$ cat src/source/busPkg.sv
package busPkg;

    localparam int addrWidth = 32;
    localparam int dataWidth = 32;

    // two-word blocks of four-byte words
    localparam int byteOffWidth = 2;
    localparam int indexWidth = 3;
    localparam int tagWidth = addrWidth - indexWidth - 1 - byteOffWidth;

    // one address word, also seen as cache fields
    typedef union packed {
        logic [addrWidth-1:0] word;
        struct packed {
            logic [tagWidth-1:0]     tag;
            logic [indexWidth-1:0]   index;
            logic                    blockOff;
            logic [byteOffWidth-1:0] byteOff;
        } fields;
    } busAddr_t;

    // cache to controller, one per core
    typedef struct packed {
        logic                 iREN;
        logic [addrWidth-1:0] iaddr;
        logic                 dREN;
        logic                 dWEN;
        logic [addrWidth-1:0] daddr;
        logic [dataWidth-1:0] dstore;
        logic                 cctrans;
        logic                 ccwrite;
    } coreReq_t;

    // controller to cache, one per core
    typedef struct packed {
        logic                 iwait;
        logic [dataWidth-1:0] iload;
        logic                 dwait;
        logic [dataWidth-1:0] dload;
        logic                 ccwait;
        logic                 ccinv;
        logic [addrWidth-1:0] ccsnoopaddr;
    } coreRsp_t;

    typedef struct packed {
        logic                 ramREN;
        logic                 ramWEN;
        logic [addrWidth-1:0] ramaddr;
        logic [dataWidth-1:0] ramstore;
    } memReq_t;

    // engine to port mux
    typedef struct packed {
        memReq_t req;
        logic    core;
        // requester's dwait may drop when this beat completes
        logic    doneBeat;
    } engineOut_t;

    typedef enum logic [3:0] {
        stIdle,
        stSnoop,
        stCheck,
        stWb1,
        stWb2,
        stInv,
        stFill1,
        stFill2
    } busState_t;

endpackage

$ cat src/source/busController.sv
`timescale 1ns/1ps

module busController #(
    parameter int ADDR_W = busPkg::addrWidth,
    parameter int DATA_W = busPkg::dataWidth
) (
    input  logic                   CLK,
    input  logic                   nRST,
    input  busPkg::coreReq_t [1:0] cores,
    output busPkg::coreRsp_t [1:0] coreRsps,
    output busPkg::memReq_t        mem,
    input  logic [DATA_W-1:0]      ramload,
    input  logic                   ramReady
);
    import busPkg::*;

    memReq_t                fetchReq;
    engineOut_t             engOut;
    logic                   fetchCore;
    logic                   fetchDone;
    logic                   beatDone;
    logic [1:0]             iREN;
    logic [1:0]             dREN;
    logic [1:0]             dWEN;
    logic [1:0]             iwait;
    logic [1:0]             dwait;
    logic [1:0]             ccwait;
    logic [1:0]             ccinv;
    logic [1:0][ADDR_W-1:0] iaddr;
    logic [1:0][ADDR_W-1:0] ccsnoopaddr;
    logic [1:0][DATA_W-1:0] iload;
    logic [1:0][DATA_W-1:0] dload;

    // unpack requests, pack responses
    always_comb begin
        for (int c = 0; c < 2; c++) begin
            iREN[c]  = cores[c].iREN;
            iaddr[c] = cores[c].iaddr;
            dREN[c]  = cores[c].dREN;
            dWEN[c]  = cores[c].dWEN;
            coreRsps[c].iwait       = iwait[c];
            coreRsps[c].iload       = iload[c];
            coreRsps[c].dwait       = dwait[c];
            coreRsps[c].dload       = dload[c];
            coreRsps[c].ccwait      = ccwait[c];
            coreRsps[c].ccinv       = ccinv[c];
            coreRsps[c].ccsnoopaddr = ccsnoopaddr[c];
        end
    end

    fetchArbiter #(
        .ADDR_W(ADDR_W),
        .DATA_W(DATA_W)
    ) i_fetchArbiter (
        .CLK       (CLK),
        .nRST      (nRST),
        .iREN      (iREN),
        .iaddr     (iaddr),
        .fetchDone (fetchDone),
        .fetchReq  (fetchReq),
        .fetchCore (fetchCore)
    );

    coherenceEngine #(
        .ADDR_W(ADDR_W),
        .DATA_W(DATA_W)
    ) i_coherenceEngine (
        .CLK         (CLK),
        .nRST        (nRST),
        .cores       (cores),
        .beatDone    (beatDone),
        .engOut      (engOut),
        .ccwait      (ccwait),
        .ccinv       (ccinv),
        .ccsnoopaddr (ccsnoopaddr)
    );

    memPortMux #(
        .ADDR_W(ADDR_W),
        .DATA_W(DATA_W)
    ) i_memPortMux (
        .CLK       (CLK),
        .nRST      (nRST),
        .engOut    (engOut),
        .fetchReq  (fetchReq),
        .fetchCore (fetchCore),
        .iREN      (iREN),
        .dREN      (dREN),
        .dWEN      (dWEN),
        .ramload   (ramload),
        .ramReady  (ramReady),
        .mem       (mem),
        .fetchDone (fetchDone),
        .beatDone  (beatDone),
        .iwait     (iwait),
        .dwait     (dwait),
        .iload     (iload),
        .dload     (dload)
    );

endmodule

$ cat src/source/coherenceEngine.sv
`timescale 1ns/1ps

module coherenceEngine #(
    parameter int ADDR_W = busPkg::addrWidth,
    parameter int DATA_W = busPkg::dataWidth
) (
    input  logic                   CLK,
    input  logic                   nRST,
    input  busPkg::coreReq_t [1:0] cores,
    input  logic                   beatDone,
    output busPkg::engineOut_t     engOut,
    output logic [1:0]             ccwait,
    output logic [1:0]             ccinv,
    output logic [1:0][ADDR_W-1:0] ccsnoopaddr
);
    import busPkg::*;

    busState_t state;
    busState_t nextState;

    // transaction held for its whole life
    logic reqCore;
    logic isWrite;
    logic isUpgrade;

    // peer's word for the requested address, taken at the end of the check cycle
    logic [DATA_W-1:0] wbData;

    logic     peer;
    logic     startReq;
    logic     startCore;
    logic     startWrite;
    busAddr_t reqAddr;
    busAddr_t partnerAddr;

    // pick a new request: reads first, then core 0 before core 1
    always_comb begin
        startReq   = 1'b1;
        startCore  = 1'b0;
        startWrite = 1'b0;
        if (cores[0].dREN) begin
            startCore = 1'b0;
        end else if (cores[1].dREN) begin
            startCore = 1'b1;
        end else if (cores[0].dWEN) begin
            startCore  = 1'b0;
            startWrite = 1'b1;
        end else if (cores[1].dWEN) begin
            startCore  = 1'b1;
            startWrite = 1'b1;
        end else begin
            startReq = 1'b0;
        end
    end

    assign peer    = !reqCore;
    assign reqAddr = cores[reqCore].daddr;

    // other word of the block
    always_comb begin
        partnerAddr = reqAddr;
        partnerAddr.fields.blockOff = !reqAddr.fields.blockOff;
    end

    always_ff @(posedge CLK, negedge nRST) begin
        if (!nRST) begin
            state     <= stIdle;
            reqCore   <= 1'b0;
            isWrite   <= 1'b0;
            isUpgrade <= 1'b0;
        end else begin
            state <= nextState;
            if (state == stIdle && startReq) begin
                reqCore <= startCore;
                isWrite <= startWrite;
                // requester already holds the block shared
                isUpgrade <= startWrite && cores[startCore].cctrans;
            end
        end
    end

    always_ff @(posedge CLK) begin
        if (state == stCheck) begin
            wbData <= cores[peer].dstore;
        end
    end

    always_comb begin
        nextState = state;
        case (state)
            stIdle: begin
                if (startReq) begin
                    nextState = stSnoop;
                end
            end
            stSnoop: begin
                nextState = stCheck;
            end
            stCheck: begin
                // peer answer to the snoop is valid now
                if (cores[peer].ccwrite && !isUpgrade) begin
                    nextState = stWb1;
                end else if (isWrite) begin
                    nextState = stInv;
                end else begin
                    nextState = stFill1;
                end
            end
            stWb1: begin
                if (beatDone) begin
                    nextState = stWb2;
                end
            end
            stWb2: begin
                if (beatDone) begin
                    nextState = isWrite ? stInv : stFill1;
                end
            end
            stInv: begin
                nextState = isUpgrade ? stIdle : stFill1;
            end
            stFill1: begin
                if (beatDone) begin
                    nextState = stFill2;
                end
            end
            stFill2: begin
                if (beatDone) begin
                    nextState = stIdle;
                end
            end
            default: begin
                nextState = stIdle;
            end
        endcase
    end

    always_comb begin
        engOut      = '0;
        engOut.core = reqCore;
        ccwait      = '0;
        ccinv       = '0;
        ccsnoopaddr = '0;
        case (state)
            stSnoop: begin
                ccwait[peer]      = 1'b1;
                ccsnoopaddr[peer] = reqAddr.word;
            end
            stCheck: begin
                // ask for the partner word while the first answer is sampled
                ccwait[peer]      = 1'b1;
                ccsnoopaddr[peer] = partnerAddr.word;
            end
            stWb1: begin
                ccwait[peer]           = 1'b1;
                ccsnoopaddr[peer]      = partnerAddr.word;
                engOut.req.ramWEN   = 1'b1;
                engOut.req.ramaddr  = reqAddr.word;
                engOut.req.ramstore = wbData;
            end
            stWb2: begin
                ccwait[peer]           = 1'b1;
                ccsnoopaddr[peer]      = partnerAddr.word;
                engOut.req.ramWEN   = 1'b1;
                engOut.req.ramaddr  = partnerAddr.word;
                engOut.req.ramstore = cores[peer].dstore;
            end
            stInv: begin
                ccwait[peer]      = 1'b1;
                ccinv[peer]       = 1'b1;
                ccsnoopaddr[peer] = partnerAddr.word;
                // an upgrade ends here without memory traffic
                engOut.doneBeat   = isUpgrade;
            end
            stFill1: begin
                engOut.req.ramREN  = 1'b1;
                engOut.req.ramaddr = reqAddr.word;
                engOut.doneBeat    = 1'b1;
            end
            stFill2: begin
                engOut.req.ramREN  = 1'b1;
                engOut.req.ramaddr = partnerAddr.word;
                engOut.doneBeat    = 1'b1;
            end
            default: begin
                engOut.doneBeat = 1'b0;
            end
        endcase
    end

endmodule

$ cat src/source/fetchArbiter.sv
`timescale 1ns/1ps

module fetchArbiter #(
    parameter int ADDR_W = busPkg::addrWidth,
    parameter int DATA_W = busPkg::dataWidth
) (
    input  logic                   CLK,
    input  logic                   nRST,
    input  logic [1:0]             iREN,
    input  logic [1:0][ADDR_W-1:0] iaddr,
    input  logic                   fetchDone,
    output busPkg::memReq_t        fetchReq,
    output logic                   fetchCore
);

    logic active;
    logic activeCore;

    // grant is registered and held until the word comes back
    always_ff @(posedge CLK, negedge nRST) begin
        if (!nRST) begin
            active     <= 1'b0;
            activeCore <= 1'b0;
        end else if (active) begin
            if (fetchDone) begin
                active <= 1'b0;
            end
        end else if (|iREN) begin
            active <= 1'b1;
            // core 0 wins a tie
            activeCore <= !iREN[0];
        end
    end

    assign fetchCore = activeCore;

    // fetches are always single-word reads
    always_comb begin
        fetchReq.ramREN   = active;
        fetchReq.ramWEN   = 1'b0;
        fetchReq.ramaddr  = iaddr[activeCore];
        fetchReq.ramstore = {DATA_W{1'b0}};
    end

endmodule

$ cat src/source/memPortMux.sv
`timescale 1ns/1ps

module memPortMux #(
    parameter int ADDR_W = busPkg::addrWidth,
    parameter int DATA_W = busPkg::dataWidth
) (
    input  logic                   CLK,
    input  logic                   nRST,
    input  busPkg::engineOut_t     engOut,
    input  busPkg::memReq_t        fetchReq,
    input  logic                   fetchCore,
    input  logic [1:0]             iREN,
    input  logic [1:0]             dREN,
    input  logic [1:0]             dWEN,
    input  logic [DATA_W-1:0]      ramload,
    input  logic                   ramReady,
    output busPkg::memReq_t        mem,
    output logic                   fetchDone,
    output logic                   beatDone,
    output logic [1:0]             iwait,
    output logic [1:0]             dwait,
    output logic [1:0][DATA_W-1:0] iload,
    output logic [1:0][DATA_W-1:0] dload
);

    // side holding the port until ramReady
    logic ownerValid;
    logic ownerData;

    logic              dataPending;
    logic              dataWants;
    logic              fetchWants;
    logic              grantData;
    logic              grantFetch;
    logic              dataAck;
    logic [ADDR_W-1:0] grantAddr;

    assign dataPending = |(dREN | dWEN);
    assign dataWants   = engOut.req.ramREN | engOut.req.ramWEN;
    assign fetchWants  = fetchReq.ramREN;

    always_comb begin
        if (ownerValid) begin
            grantData  = ownerData;
            grantFetch = !ownerData;
        end else begin
            grantData = dataWants;
            // any pending data request keeps an unstarted fetch off the port
            grantFetch = fetchWants && !dataPending;
        end
    end

    always_ff @(posedge CLK, negedge nRST) begin
        if (!nRST) begin
            ownerValid <= 1'b0;
            ownerData  <= 1'b0;
        end else if (ramReady) begin
            ownerValid <= 1'b0;
        end else if (!ownerValid && (grantData || grantFetch)) begin
            ownerValid <= 1'b1;
            ownerData  <= grantData;
        end
    end

    assign grantAddr = grantData ? engOut.req.ramaddr : fetchReq.ramaddr;

    always_comb begin
        mem         = '0;
        mem.ramaddr = grantAddr;
        if (grantData) begin
            mem.ramREN   = engOut.req.ramREN;
            mem.ramWEN   = engOut.req.ramWEN;
            mem.ramstore = engOut.req.ramstore;
        end else if (grantFetch) begin
            mem.ramREN = 1'b1;
        end
    end

    assign fetchDone = grantFetch && ramReady;
    assign beatDone  = grantData && ramReady;

    // fill beats finish on ramReady, an upgrade finishes at once
    assign dataAck = engOut.doneBeat && (beatDone || !dataWants);

    always_comb begin
        for (int c = 0; c < 2; c++) begin
            iload[c] = (fetchCore == c[0]) ? ramload : '0;
            dload[c] = (engOut.core == c[0]) ? ramload : '0;
            iwait[c] = iREN[c] && !(fetchDone && fetchCore == c[0]);
            dwait[c] = (dREN[c] || dWEN[c]) && !(dataAck && engOut.core == c[0]);
        end
    end

endmodule
$ cat config.mk
export PLATFORM = sky130hd
export DESIGN_NAME = busController
export DESIGN_NICKNAME = d
export VERILOG_FILES = /design/src/source/busPkg.sv /design/src/source/busController.sv /design/src/source/coherenceEngine.sv /design/src/source/fetchArbiter.sv /design/src/source/memPortMux.sv
export SDC_FILE = /design/constraint.sdc
export NUM_CORES = 1
export LEC_CHECK = 0
export ABC_AREA = 1
export CAP_MARGIN = 20
export CORE_AREA = 2 2 195 197
export DETAILED_ROUTE_END_ITERATION = 10
export DIE_AREA = 0 0 197 199
export DONT_BUFFER_PORTS = 1
export SLEW_MARGIN = 30
export SYNTH_ARGS = -nofsm -noshare
export SYNTH_HDL_FRONTEND = slang
export SYNTH_HIERARCHICAL = 1
export SYNTH_SLANG_ARGS = --single-unit
$ cat constraint.sdc
create_clock -name CLK -period 8.3 [get_ports CLK]
set_clock_uncertainty 0.1 [all_clocks]
set_input_delay 2.075 -clock CLK [delete_from_list [all_inputs] [get_ports CLK]]
set_output_delay 2.075 -clock CLK [all_outputs]
set_load 0.1 [all_outputs]
==> impl_metrics.csv, run 1 <==
group,metric,value,unit
sta,clock.fmax,159,MHz
global_routing,grt_pass1_vias,5835,
floorplan,start_util,15.6,%
cts,cts_buffers,5,
cts,insertion_delay,290,ps
critical_path,critPathKind,"register to output pin",
critical_path,cp_top_family,"simple AND/OR/NAND/NOR gates",
routing,vias,6653,
critical_path,worstSetupEndpointType,"output pin",
routing,avgViaCountPerCell,4.42,
synthesis,syn_avg_cell_area,5.37,sq um
floorplan,die_width,197,microns
finish,drive_above_1_share,21.5,%
placed_design,dp_hpwl,21300,microns
synthesis,yosys_warnings,6,
critical_path,worstReg2RegStart,"i_coherenceEngine/state[1]$_DFFE_PN0P_",
job,cap_violations,0,
critical_path,cpPeakStageDelay,740,ps
floorplan,dieArea,0.0392,sq mm
critical_path,cp_max_fo,67,
synthesis,syn_nets,1318,
finish,post-route-util,20.0,%
critical_path,worstSetupStartpoint,"i_coherenceEngine/state[1]$_DFFE_PN0P_",
critical_path,cp_common_cell,"nand2_1",
sta,min_period,6300,ps
cts,cts_max_level,2,
sta,slew_viol_final,0,
routing,firstDrtPassIters,5,
cts,root_buffer,"clkbuf_16",
critical_path,critical_path.cell_chain,"nand2_1 -> inv_2 -> nand2_1 -> nand2_1 -> nor2_4 -> nand2_2 -> nand2_8 -> inv_2 -> nand2_1 -> nand2_1",
routing,drc,0,
finish,fillers,4158,
sta,tightest_slew,1030,ps
routing,ant_nets,0,
finish,syn_to_final_growth,28.2,%
placed_design,io_buffers,0,
cts,path_clk_slew,70,ps
critical_path,worst_ep_required_time,6120,ps
global_routing,grt_usage,12.2,%
sta,setup_viol,0,
synthesis,synth_cells,1081,
hold_path,hp-start,"i_memPortMux/ownerData$_DFFE_PN0P_",
hold_path,hold_class,"register to register",
cts,cts_tree,"done",
critical_path,start_kind,"register",
floorplan,io-pin-count,503,
global_routing,grt_max_degree,68,
cts,holdBufCountCts,0,
cts,post_cts_buffers,0,
cts,cts_sinks,42,
critical_path,path_buf_inv,2,
synthesis,syn_area,0.00580,sq mm
cts,cts.repair.resized,0,
floorplan,die_h,199,microns
critical_path,crit_arrival,4120,ps
sta,finalHoldViolCount,0,
critical_path,cp_slowest_cell,"inv_2",
cts,clockBufferDepth,2,
routing,routed_wl,26400,microns
global_routing,grt_overflow,0,
finish,nets,1266,
sta,fin_crit_sh,75.9,%
global_routing,antenna_found_initial,0,
routing,wl_per_cell,17.6,microns
outcome,status,"completed",
sta,tns,0,ps
floorplan,core,0.0371,sq mm
global_routing,grt_pass1_wl,36200,microns
floorplan,num_rows,71,
sta,slew_headroom,31.4,%
placed_design,place.gp.congestion,0.831,
routing,drt_iter0_markers,430,
sta,rsz0062_at_grt,"no",
-- final cells by class --
type                            count  area [sq um]  share of cell area, %
Sequential cell                    42          1220                   16.4
Tap cell                          474           593                   7.97
Clock inverter                      2          37.5                  0.505
Antenna cell                        1          2.50                 0.0336
Multi-Input combinational cell    709          4380                   58.9
Inverter                          261           982                   13.2
Timing Repair Buffer               10          96.3                   1.30
Clock buffer                        6           129                   1.73
-- flip-flops by register name, summed over array words and instances, names as in the netlist --
signal,count
i_coherenceEngine/reqCore,1
i_coherenceEngine/isUpgrade,1
i_coherenceEngine/isWrite,1
i_coherenceEngine/state,3
i_fetchArbiter/active,1
i_coherenceEngine/wbData,32
i_memPortMux/ownerData,1
i_fetchArbiter/fetchCore,1
i_memPortMux/ownerValid,1
-- cell usage in the layout (no fill, tap or decap), types with 2 or more instances in the layout --
| cell | n |
|---|---|
| nand3_1 | 13 |
| nand2_2 | 2 |
| buf_4 | 7 |
| inv_1 | 255 |
| nand2_1 | 403 |
| nor2_4 | 163 |
| nand3b_1 | 2 |
| nand2_8 | 2 |
| inv_2 | 4 |
| edfxtp_1 | 32 |
| o21ai_2 | 27 |
| o21ai_0 | 42 |
| nor2_2 | 2 |
| clkbuf_16 | 5 |
| a32o_1 | 32 |
| a31oi_1 | 2 |
| dfrtp_1 | 8 |
| nor2_1 | 9 |
| dfrtp_4 | 2 |
-- metrics by stage --
| step | hold WS [ps] | instance area (sq um) | worst slack (ps) | cells |
|---|---|---|---|---|
| finish | 387 | 7440 | 2000 | 1505 |
| global route | 433 | 7440 | 1740 | 1504 |
| CTS | 389 | 7400 | 1720 | 1503 |
| detailed placement | 373 | 7230 | 2050 | 1495 |
| global placement | 362 | 6400 | 2100 | 1494 |
| floorplan | 342 | 5800 | 2480 | 1081 |
-- per-layer routing --
metal	GRT usage, %	share of wire [%]
met5	1.15	0.20
met4	3.87	2.5
met3	2.27	8.1
met2	21.8	50
met1	14.8	39
-- path summary, 6_finish.rpt --
kind                                                               to  slack, ps  cells after the start
worst max register to register     i_memPortMux/ownerData$_DFFE_PN0P_       4950                     10
worst max-delay path                                          mem[63]       2000                     10
min in group asynchronous       i_coherenceEngine/reqCore$_DFFE_PN0P_       1370                      0
worst min-delay path               i_memPortMux/ownerData$_DFFE_PN0P_        390                      2
max in group asynchronous        i_fetchArbiter/fetchCore$_DFFE_PN0P_       6650                      0
worst min register to register     i_memPortMux/ownerData$_DFFE_PN0P_        390                      2
-- worst min-delay path, cell delays in order, from the launching register on --
cell     delay (ps)
dfrtp_1         350
nand2_1          60
nand2_1          50
Power of run 1 is not shown: default switching activity piles up to over one toggle a cycle in this logic, so the estimate is an artifact.
==> run 2: changes to the inputs <==
Clock period 8.3 ns to 5.4 ns, I/O delays scaled along.
==> run 2 against run 1 <==
Effect of this change: hold slack lost 3.7 ps; first-iteration DRC count shrank 10%; clock-buffer cell count is the same; via count grew 4.0%; flip-flop and latch count is the same; die area is the same; highest routed layer is now met4; worst setup slack lost 1100 ps; final cell count grew 7.6%; routed wire length grew 1.1%; final area grew 12%.
==> impl_metrics.csv, run 2 (same netlist as run 1, synthesis figures left out) <==
group,metric,value,unit
outcome,status,"completed",
finish,reg_top3,"i_coherenceEngine/wbData: 32 flops, i_coherenceEngine/state: 3 flops",
routing,wl_per_cell,16.5,microns
cts,insertion_delay,290,ps
cts,clockBufferDepth,2,
global_routing,grt_pass1_vias,6247,
global_routing,grt_pass1_wl,36900,microns
job,cap_violations,0,
floorplan,core,0.0371,sq mm
critical_path,cp_slowest_cell,"dfrtp_4",
cts,holdBufCountCts,0,
finish,largest_reg_flops,32,
sta,tns,0,ps
critical_path,cpPeakStageDelay,680,ps
critical_path,start_kind,"register",
global_routing,grt_max_degree,68,
routing,vias,6917,
routing,drt_iter0_markers,386,
routing,firstDrtPassIters,5,
sta,rsz0062_at_grt,"no",
floorplan,io-pin-count,503,
sta,clock.fmax,224,MHz
critical_path,cp_max_fo,48,
routing,avgViaCountPerCell,4.27,
global_routing,antenna_found_initial,1,
finish,layout_common_cells,"403 x nand2_1, 256 x inv_1, 88 x buf_4",
finish,drive_above_1_share,29.2,%
placed_design,placedInstanceArea,0.00814,sq mm
placed_design,place_ws,1100,ps
floorplan,die_h,199,microns
floorplan,dieArea,0.0392,sq mm
sta,fin_crit_sh,82.6,%
placed_design,dp_hpwl,21800,microns
routing,drc,0,
cts,cts_sinks,42,
critical_path,critPathKind,"register to output pin",
placed_design,place.gp.congestion,0.802,
hold_path,hold_class,"register to register",
finish,final_common_cell,"nand2_1",
cts,cts_tree,"done",
routing,routed_wl,26700,microns
sta,slew_headroom,40.4,%
critical_path,cp_common_cell,"nand2_1",
cts,root_buffer,"clkbuf_16",
finish,nets,1380,
finish,regMostFlops,"i_coherenceEngine/wbData",
floorplan,start_util,15.6,%
sta,worst_slack,938,ps
sta,slew_viol_final,0,
critical_path,worst_ep_required_time,3950,ps
cts,cts_max_level,2,
cts,path_clk_slew,70,ps
sta,setup_viol,0,
placed_design,io_buffers,0,
floorplan,die_width,197,microns
sta,finalHoldViolCount,0,
sta,tightest_slew,894,ps
cts,cts.repair.resized,0,
floorplan,num_rows,71,
global_routing,grt_overflow,0,
critical_path,worstSetupEndpointType,"output pin",
routing,ant_nets,0,
finish,design_area,0.00831,sq mm
finish,syn_to_final_growth,43.3,%
cts,post_cts_buffers,0,
critical_path,critical_path.cell_chain,"inv_2 -> buf_4 -> nand2_1 -> o21ai_0 -> nand2_1 -> inv_1 -> nand2_1 -> nand2_1 -> buf_12",
sta,min_period,4460,ps
cts,cts_buffers,5,
global_routing,grt_usage,12.4,%
critical_path,crit_arrival,3010,ps
==> run 2: cell count changes in the layout (fill, tap and decap cells not counted), moves of 2 or more <==
cell     delta
buf_12     +33
buf_4      +81
nand2_4     +2
nand2_8     -2
nor2_2     +77
nor2_4     -77
==> run 2: worst max-delay path: cells and delay by family (launching register included) <==
| family | cells | cell delay (ps) |
|---|---|---|
| buf+inv | 4 | 1320 |
| flops | 1 | 680 |
| simple gates | 4 | 500 |
| compound gates | 1 | 130 |
==> run 2: worst paths after layout <==
path	from	end	slack [ps]	depth (start not counted)
min in group asynchronous	nRST	i_fetchArbiter/fetchCore$_DFFE_PN0P_	640	0
max	i_coherenceEngine/reqCore$_DFFE_PN0P_	mem[39]	940	9
max reg2reg	i_coherenceEngine/reqCore$_DFFE_PN0P_	i_coherenceEngine/state[1]$_DFFE_PN0P_	3080	9
max in group asynchronous	nRST	i_coherenceEngine/reqCore$_DFFE_PN0P_	4470	0
min reg2reg	i_memPortMux/ownerData$_DFFE_PN0P_	i_memPortMux/ownerData$_DFFE_PN0P_	380	2
min	i_memPortMux/ownerData$_DFFE_PN0P_	i_memPortMux/ownerData$_DFFE_PN0P_	380	2
==> run 2: through the flow <==
stage                     utilization (%)  hold slack (ps)  instances
after CTS                            22.4              386       1618
after global placement               20.7              355       1609
after floorplan                         -              342       1081
after global routing                 22.4              430       1619
final                                22.4              384       1620
after detailed placement             21.9              368       1610
==> run 2: final cells by class <==
type	instances	area, sq um
inverter	261	982
tap	474	593
fill	4194	28800
clock buffer	6	129
sequential	42	1220
antenna	2	5.00
clock inverter	2	37.5
multi-input combinational	709	3980
timing repair buffer	124	1370
==> run 2: layer usage <==
layer / part of all wire (%) / GRT usage (%) / vias to the layer above
met4: 4.1 / 5.88 / 0
li1: - / - / 3288
met5: 0 / 0 / -
met2: 50 / 22.4 / 447
met1: 38 / 14.1 / 3124
met3: 7.5 / 2.42 / 58
Power of run 2 is left out for the same reason.
